**config.mk**
```make
export PLATFORM = sky130hd
export DESIGN_NAME = graph_overlay
export DESIGN_NICKNAME = d
export VERILOG_FILES = /design/src/hdl/graph_pkg.sv /design/src/hdl/label_locator.sv /design/src/hdl/label_text.sv /design/src/hdl/grid_ruler.sv /design/src/hdl/graph_overlay.sv
export VERILOG_INCLUDE_DIRS = /design/src /design/src/hdl
export SDC_FILE = /design/constraint.sdc
export NUM_CORES = 1
export LEC_CHECK = 0
export ABC_CLOCK_PERIOD_IN_PS = 7830
export CORE_ASPECT_RATIO = 2
export CORE_UTILIZATION = 45
export DETAILED_ROUTE_END_ITERATION = 6
export DONT_BUFFER_PORTS = 1
export GPL_TIMING_DRIVEN = 0
export PLACE_DENSITY_LB_ADDON = 0.1
export SYNTH_ARGS = -nofsm -noshare
export SYNTH_HDL_FRONTEND = slang
export SYNTH_HIERARCHICAL = 1
export SYNTH_SLANG_ARGS = --single-unit
```
**constraint.sdc**
```tcl
create_clock -name CK -period 7.83 [get_ports CK]
set_clock_uncertainty 0.2 [all_clocks]
set_input_delay 0.783 -clock CK [delete_from_list [all_inputs] [get_ports CK]]
set_output_delay 0.783 -clock CK [all_outputs]
set_load 0.05 [all_outputs]
```
**src/hdl/graph_config.svh**
```systemverilog
`ifndef GRAPH_CONFIG_SVH
`define GRAPH_CONFIG_SVH

// screen geometry
`define GRAPH_LINES      480
`define GRID_PITCH       40
`define GRID_COUNT       11

// plot window, inclusive horizontal limits
`define WIN_H_FIRST      33
`define WIN_H_LAST       800

// label block at the left edge
`define LABEL_ROWS       12
`define LABEL_COLS       4
`define LABEL_BAND_OFS   16   // band starts this far above the reference line
`define LABEL_BAND_LINES 14   // 7 glyph scanlines, each drawn twice

// font cell
`define GLYPH_W          6
`define GLYPH_H          7

`endif

```
**src/hdl/graph_pkg.sv**
```systemverilog
`default_nettype none

package graph_pkg;

    typedef logic [9:0] hpos_t;
    typedef logic [8:0] vpos_t;
    typedef logic [3:0] char_code_t;   // 0..9 digits, 15 blank
    typedef logic [5:0] glyph_row_t;   // msb is the leftmost pixel
    typedef logic [2:0] scan_t;
    typedef logic [3:0] label_row_t;
    typedef logic [1:0] label_col_t;

    typedef struct packed {
        hpos_t h;
        vpos_t v;
    } pos_s;

    // where a position lands inside the label block
    typedef struct packed {
        logic       hit;
        label_row_t row;
        label_col_t col;
        scan_t      scan;
        scan_t      px;
    } label_loc_s;

    typedef struct packed {
        logic active;
        logic on;
    } pix_s;

endpackage

`default_nettype wire

```
**src/hdl/label_locator.sv**
```systemverilog
`default_nettype none
`timescale 1ns/10ps
`include "graph_config.svh"

module label_locator
    import graph_pkg::*;
(
    input  logic       CK,
    input  logic       rst_n,
    input  logic       advance,
    input  pos_s       pos,
    output label_loc_s loc
);

    // first line of row 0's band
    localparam int FIRST_BAND = `GRAPH_LINES - `GRID_PITCH * `GRID_COUNT - `LABEL_BAND_OFS;
    localparam int TEXT_W     = `GLYPH_W * `LABEL_COLS;   // in halved pixels

    logic       band_hit;
    label_row_t band_row;
    scan_t      band_scan;
    logic [8:0] x;
    logic [4:0] xs;
    logic       col_hit;

    logic       hit_q;
    label_row_t row_q;
    label_col_t col_q;
    scan_t      scan_q;
    scan_t      px_q;

    // bands are 14 lines each, one every grid pitch
    always_comb begin
        int offs;
        band_hit  = 1'b0;
        band_row  = '0;
        band_scan = '0;
        for (int r = 0; r < `LABEL_ROWS; r++) begin
            offs = int'(pos.v) - FIRST_BAND - `GRID_PITCH * r;
            if (offs >= 0 && offs < `LABEL_BAND_LINES) begin
                band_hit  = 1'b1;
                band_row  = label_row_t'(r);
                band_scan = scan_t'(offs / 2);   // double height
            end
        end
    end

    assign x       = pos.h[9:1];   // double width
    assign col_hit = x < 9'(TEXT_W);
    assign xs      = x[4:0];

    always_ff @(posedge CK) begin
        if (!rst_n) begin
            hit_q <= 1'b0;
        end else if (advance) begin
            hit_q <= band_hit && col_hit;
        end
    end

    always_ff @(posedge CK) begin
        if (advance) begin
            row_q  <= band_row;
            scan_q <= band_scan;
            col_q  <= label_col_t'(xs / 5'(`GLYPH_W));
            px_q   <= scan_t'(xs % 5'(`GLYPH_W));
        end
    end

    assign loc = '{hit: hit_q, row: row_q, col: col_q, scan: scan_q, px: px_q};

endmodule

`default_nettype wire

```
**src/hdl/label_text.sv**
```systemverilog
`default_nettype none
`timescale 1ns/10ps
`include "graph_config.svh"

module label_text
    import graph_pkg::*;
(
    input  logic       CK,
    input  logic       rst_n,
    input  logic       advance,
    input  label_loc_s loc,
    output logic       label_on
);

    localparam char_code_t CHAR_SPACE = 4'hf;
    localparam scan_t      LAST_PX    = scan_t'(`GLYPH_W - 1);

    // four characters per row with the leftmost in the top nibble
    function automatic logic [4*`LABEL_COLS-1:0] label_string(label_row_t row);
        case (row)
            4'd0:    label_string = {4'h2, 4'h2, 4'h0, 4'h0};
            4'd1:    label_string = {4'h2, 4'h0, 4'h0, 4'h0};
            4'd2:    label_string = {4'h1, 4'h8, 4'h0, 4'h0};
            4'd3:    label_string = {4'h1, 4'h6, 4'h0, 4'h0};
            4'd4:    label_string = {4'h1, 4'h4, 4'h0, 4'h0};
            4'd5:    label_string = {4'h1, 4'h2, 4'h0, 4'h0};
            4'd6:    label_string = {4'h1, 4'h0, 4'h0, 4'h0};
            4'd7:    label_string = {CHAR_SPACE, 4'h8, 4'h0, 4'h0};
            4'd8:    label_string = {CHAR_SPACE, 4'h6, 4'h0, 4'h0};
            4'd9:    label_string = {CHAR_SPACE, 4'h4, 4'h0, 4'h0};
            4'd10:   label_string = {CHAR_SPACE, 4'h2, 4'h0, 4'h0};
            4'd11:   label_string = {CHAR_SPACE, CHAR_SPACE, CHAR_SPACE, 4'h0};
            default: label_string = {`LABEL_COLS{CHAR_SPACE}};
        endcase
    endfunction

    // digit font with scanline 0 in the top six bits
    function automatic glyph_row_t font_row(char_code_t code, scan_t scan);
        logic [`GLYPH_W*`GLYPH_H-1:0] bits;
        case (code)
            4'd0: bits = {6'b001110, 6'b010001, 6'b010011, 6'b010101,
                          6'b011001, 6'b010001, 6'b001110};
            4'd1: bits = {6'b000100, 6'b001100, 6'b000100, 6'b000100,
                          6'b000100, 6'b000100, 6'b001110};
            4'd2: bits = {6'b001110, 6'b010001, 6'b000001, 6'b000010,
                          6'b000100, 6'b001000, 6'b011111};
            4'd3: bits = {6'b001110, 6'b010001, 6'b000001, 6'b000110,
                          6'b000001, 6'b011001, 6'b001111};
            4'd4: bits = {6'b000010, 6'b000110, 6'b001010, 6'b010010,
                          6'b011111, 6'b000010, 6'b000010};
            4'd5: bits = {6'b011111, 6'b010000, 6'b010000, 6'b011110,
                          6'b000001, 6'b000001, 6'b011110};
            4'd6: bits = {6'b000011, 6'b000100, 6'b001000, 6'b011110,
                          6'b010001, 6'b010001, 6'b001110};
            4'd7: bits = {6'b011111, 6'b010001, 6'b000001, 6'b000010,
                          6'b000100, 6'b001000, 6'b010000};
            4'd8: bits = {6'b001110, 6'b010001, 6'b010001, 6'b011110,
                          6'b010001, 6'b010001, 6'b001110};
            4'd9: bits = {6'b001110, 6'b010001, 6'b010001, 6'b001111,
                          6'b000010, 6'b000100, 6'b011000};
            default: bits = '0;   // blank
        endcase
        font_row = bits[(`GLYPH_H - 1 - int'(scan)) * `GLYPH_W +: `GLYPH_W];
    endfunction

    logic [4*`LABEL_COLS-1:0] text;
    char_code_t               code_d;

    logic       hit2_q;
    char_code_t code2_q;
    scan_t      scan2_q;
    scan_t      px2_q;
    glyph_row_t glyph;

    assign text   = label_string(loc.row);
    assign code_d = text[(`LABEL_COLS - 1 - int'(loc.col)) * 4 +: 4];

    // stage 2 character lookup
    always_ff @(posedge CK) begin
        if (!rst_n) begin
            hit2_q <= 1'b0;
        end else if (advance) begin
            hit2_q <= loc.hit;
        end
    end

    always_ff @(posedge CK) begin
        if (advance) begin
            code2_q <= code_d;
            scan2_q <= loc.scan;
            px2_q   <= loc.px;
        end
    end

    // stage 3 font read and pixel pick
    assign glyph = font_row(code2_q, scan2_q);

    always_ff @(posedge CK) begin
        if (!rst_n) begin
            label_on <= 1'b0;
        end else if (advance) begin
            label_on <= hit2_q && glyph[LAST_PX - px2_q];
        end
    end

endmodule

`default_nettype wire

```
**src/hdl/grid_ruler.sv**
```systemverilog
`default_nettype none
`timescale 1ns/10ps
`include "graph_config.svh"

module grid_ruler
    import graph_pkg::*;
(
    input  logic CK,
    input  logic rst_n,
    input  logic advance,
    input  pos_s pos,
    output logic grid_on,
    output logic active
);

    logic on_line;
    pix_s s1_d;
    pix_s s1_q;
    pix_s s2_q;
    pix_s s3_q;

    always_comb begin
        on_line = pos.v == vpos_t'(`GRAPH_LINES - 1);   // bottom edge line
        for (int k = 1; k <= `GRID_COUNT; k++) begin
            if (int'(pos.v) == `GRAPH_LINES - `GRID_PITCH * k) begin
                on_line = 1'b1;
            end
        end
    end

    assign s1_d.active = pos.v < vpos_t'(`GRAPH_LINES)
                      && pos.h >= hpos_t'(`WIN_H_FIRST)
                      && pos.h <= hpos_t'(`WIN_H_LAST);
    assign s1_d.on     = on_line && pos.h[2];   // dotted, 4 on 4 off

    // two extra stages to line up with the label path
    always_ff @(posedge CK) begin
        if (!rst_n) begin
            s1_q <= '0;
            s2_q <= '0;
            s3_q <= '0;
        end else if (advance) begin
            s1_q <= s1_d;
            s2_q <= s1_q;
            s3_q <= s2_q;
        end
    end

    assign grid_on = s3_q.on;
    assign active  = s3_q.active;

endmodule

`default_nettype wire

```
**src/hdl/graph_overlay.sv**
```systemverilog
`default_nettype none
`timescale 1ns/10ps

module graph_overlay
    import graph_pkg::*;
(
    input  logic CK,
    input  logic rst_n,
    input  logic in_valid,
    output logic in_ready,
    input  pos_s in_pos,
    output logic out_valid,
    input  logic out_ready,
    output pix_s out_pix
);

    logic       advance;
    logic [2:0] vld_q;   // bit 0 is stage 1
    label_loc_s loc;
    logic       label_on;
    logic       grid_on;
    logic       win_active;

    // whole pipe moves as one, or holds
    assign advance   = !vld_q[2] || out_ready;
    assign in_ready  = advance;
    assign out_valid = vld_q[2];

    always_ff @(posedge CK) begin
        if (!rst_n) begin
            vld_q <= '0;
        end else if (advance) begin
            vld_q <= {vld_q[1:0], in_valid};
        end
    end

    label_locator u_label_locator (
        .CK      (CK),
        .rst_n   (rst_n),
        .advance (advance),
        .pos     (in_pos),
        .loc     (loc)
    );

    label_text u_label_text (
        .CK       (CK),
        .rst_n    (rst_n),
        .advance  (advance),
        .loc      (loc),
        .label_on (label_on)
    );

    grid_ruler u_grid_ruler (
        .CK      (CK),
        .rst_n   (rst_n),
        .advance (advance),
        .pos     (in_pos),
        .grid_on (grid_on),
        .active  (win_active)
    );

    // stage 3 registers of both paths meet here
    assign out_pix = '{active: win_active, on: grid_on || label_on};

endmodule

`default_nettype wire

```
==> summary.md <==
| Metric | Value |
|---|---|
| H-Tree Depth | `3` |
| Area Growth Syn to Fin | `7.988%` |
| WHS | `0.2204 ns` |
| Hold_sp | `u_label_locator/scan_q[0]` |
| DR vias | `6474` |
| CP most frequent cell | `ha_1` |
| VDD IR max | `0.1312 mV` |
| First-pass DRT Iterations | `5` |
| Num rows | `62` |
| HP Class | `flip-flop to flip-flop` |
| Share of the synthesized area in the top cell type | `12.66%` |
| Post-Layout Cell Count | `1000` |
| Commonest non-fill, non-tap cell in the layout | `nand2_1` |
| Fin util | `49.97%` |
| Crit Path Category | `primary input to flip-flop` |
| Hold Path Depth | `0` |
| Mean Syn Cell Area | `8.396 sq um` |
| Required @ worst endpoint | `around 7.7 ns` |
| Post-synth EDFFs | `22` |
| RSZ-0062 raised after global routing | `no` |
| Die area | `0.01528 sq mm` |
| Clk slew on worst S/H paths | `0.06 ns` |
| Tot GR Track Use | `34.58%` |
| Final Max Tran Viols | `0` |
| YS warnings | `6` |
| Die W | `about 88 microns` |
| Fin. Hold Viols | `0` |
| R2R Path Start | `u_label_text/scan2_q[1]` |
| Drt wl/cell | `25.75 microns` |
| Postcts setup bufs | `0` |
| Register area share after synthesis | `22.61%` |
| Buffers on Ports | `0` |
| Placed cells | `983` |
| I/O Pins | `27` |
| Post-cts sizing count | `0` |
| Largest net degree at the start of global routing | `28` |
| Worst R2R Setup Slack | `between 3 and 4 ns` |
| Post-DRT Antenna Nets | `0` |
| Initial core utilization | `a little under half` |
| Total power draw | `1.826 mW` |
| Number of clock buffers inserted by TritonCTS | `9` |
| Critical Path, Cell by Cell | `ha_1, xnor2_1, inv_1, ha_1, buf_2, a21boi_1, o21ai_0, and2_1, ha_1, ha_1, xor2_1, a211oi_1, o211ai_2, o2111ai_1, a21oi_1` |
| Startpoint types | `primary input` |
| Leakage | `3.003 nW` |
| Initial DRC count | `between 300 and 400` |
| Placeable Area | `0.01435 sq mm` |
| WP data arrival | `approximately 5 ns` |
| Setup WS post-layout | `2.796 ns` |
| Synth Flop Type | `dfxtp_1` |
| Vias per cell | `6.474` |
| Cts hold-fix bufs | `0` |
| Dpl ws | `2.528 ns` |
| # DRC | `0` |
| Global-route wire length before repair | `37860 microns` |
| Synth Instances | `791` |
| DP Area | `0.006882 sq mm` |
| Vias in the first global route | `6578` |
| Most frequent cells in the layout | `79 x nand2_1, 65 x ha_1, 53 x nor2_1` |
| Syn_nets | `881` |
| CTS root buffer | `clkbuf_16` |
| Antenna violations before repair | `0` |
| Post-synthesis cell type count | `100` |
| Tcrit/Tclk final | `64.29%` |
| Gr ovfl total | `0` |
| Worst-Skew Late Latency | `0.33 ns` |
| # diodes | `0` |
| CP max-delay cell | `xnor2_1` |
| Post-synth top area cell | `dfxtp_1` |
| Total Wirelength | `25750 microns` |
| Top cells by area, synth | `dfxtp_1 13%, ha_1 12%, edfxtp_1 9.9%` |
| CP endpoint kind | `flip-flop` |
| PwrDens | `254.6 mW/mm^2` |
| Mapped cell area | `0.006641 sq mm` |
| Clock sinks | `64` |
| Max cap viols | `0` |
| Final setup TNS | `0 ns` |
| End of the worst hold path | `u_label_text/scan2_q[0]` |
| Endpoints failing setup | `0` |
| Post-DP HPWL | `20100 microns` |
| Deepest clock path buffer count | `2` |
| Largest fanout on the critical path | `11` |
| Share of cells above drive strength 1 | `11.39%` |
| Post-route cell area | `0.007172 sq mm` |
| R2r endpoint | `u_label_text/label_on` |
| CTS tree | `done` |
| Min Tclk post-route | `5.034 ns` |
| Final #Nets | `893` |
| Gpl congestion | `1.075` |
| Die Span Y | `173.8 microns` |
| Fmax | `198.7 MHz` |
| Worst r2r path cells | `12` |
| CP max stage delay | `0.88 ns` |
| Post-synth ARST share | `0%` |
| Synth Register Bits | `64` |
| Rel. slew slack | `26.25%` |
| Actual slew at the worst max-slew pin | `1.098 ns` |
| Status | `finished clean` |
worst max-delay path by stage:
stage,from,cells past startpoint,end
detailed placement,in_pos[3],15,u_label_locator/scan_q[2]
floorplan,in_pos[3],14,u_label_locator/scan_q[2]
global placement,in_pos[3],15,u_label_locator/scan_q[2]
global route,in_pos[3],14,u_label_locator/scan_q[0]
CTS,in_pos[3],12,u_label_locator/scan_q[1]
finish,in_pos[3],15,u_label_locator/scan_q[2]
per-layer routing:
metal	global-route usage (%)	wire length [microns]	vias to the layer above
li1	-	-	2986
met1	27.49	7748	3094
met2	66.67	14440	278
met3	5.190	1009	116
met4	31.97	2552	0
met5	0	0	-
power breakdown:
part,switching [mW],leakage (nW),total [mW],internal [mW]
combinational,0.611,2.27,0.940,0.329
clock,0.150,0.136,0.364,0.214
sequential,0.0975,0.593,0.522,0.425
cells by family after synthesis:
family | synth area share, %
muxes | 7.441
AOI/OAI and AO/OA | 24.89
buffers and inverters | 5.407
DFF | 22.61
adders and majority gates | 12.85
xor gates and xnor gates | 4.032
and+or+nand+nor | 22.78
cell type report:
cell class / count / area, sq um
repair buffers: 1 / 20.02
flip-flops and latches: 64 / 1501
inverters: 32 / 121.4
clock buffers: 9 / 225.2
multi-input cells: 651 / 4781
plain buffers: 44 / 237.7
well taps: 192 / 240.2
fillers: 1386 / 7179
clock inverters: 7 / 45.04
critical path, delay by kind of cell:
| family | cells | cell delay [ns] |
|---|---|---|
| AO/OA/AOI/OAI | 6 | 1.29 |
| buffers and inverters | 2 | 0.63 |
| AND/OR/NAND/NOR | 1 | 0.18 |
| XOR/XNOR | 2 | 1.03 |
| adder cells (fa/ha/maj) | 4 | 0.99 |
cell usage after synthesis (all sizes together), types with 4 or more instances:
master,count
o22ai,20
nand4,11
mux2i,40
nor4,7
ha,65
nand2,81
nor4b,4
or3,4
o21ai,47
mux2,6
a32oi,4
xnor2,16
a21oi,39
nor3,22
o211ai,6
nand3b,6
and2,14
nand3,19
edfxtp,22
nor2b,12
o21a,7
a31oi,10
a21boi,10
nand4b,4
o221ai,4
nor3b,7
or4,4
o41ai,6
xor2,9
o31ai,5
dfxtp,42
nor2,53
o2111ai,5
and3,11
a21o,5
buf,30
a2111oi,6
a211oi,10
clkbuf,14
inv,30
nand2b,17
No activity file was read; power rests on OpenSTA's default activity.
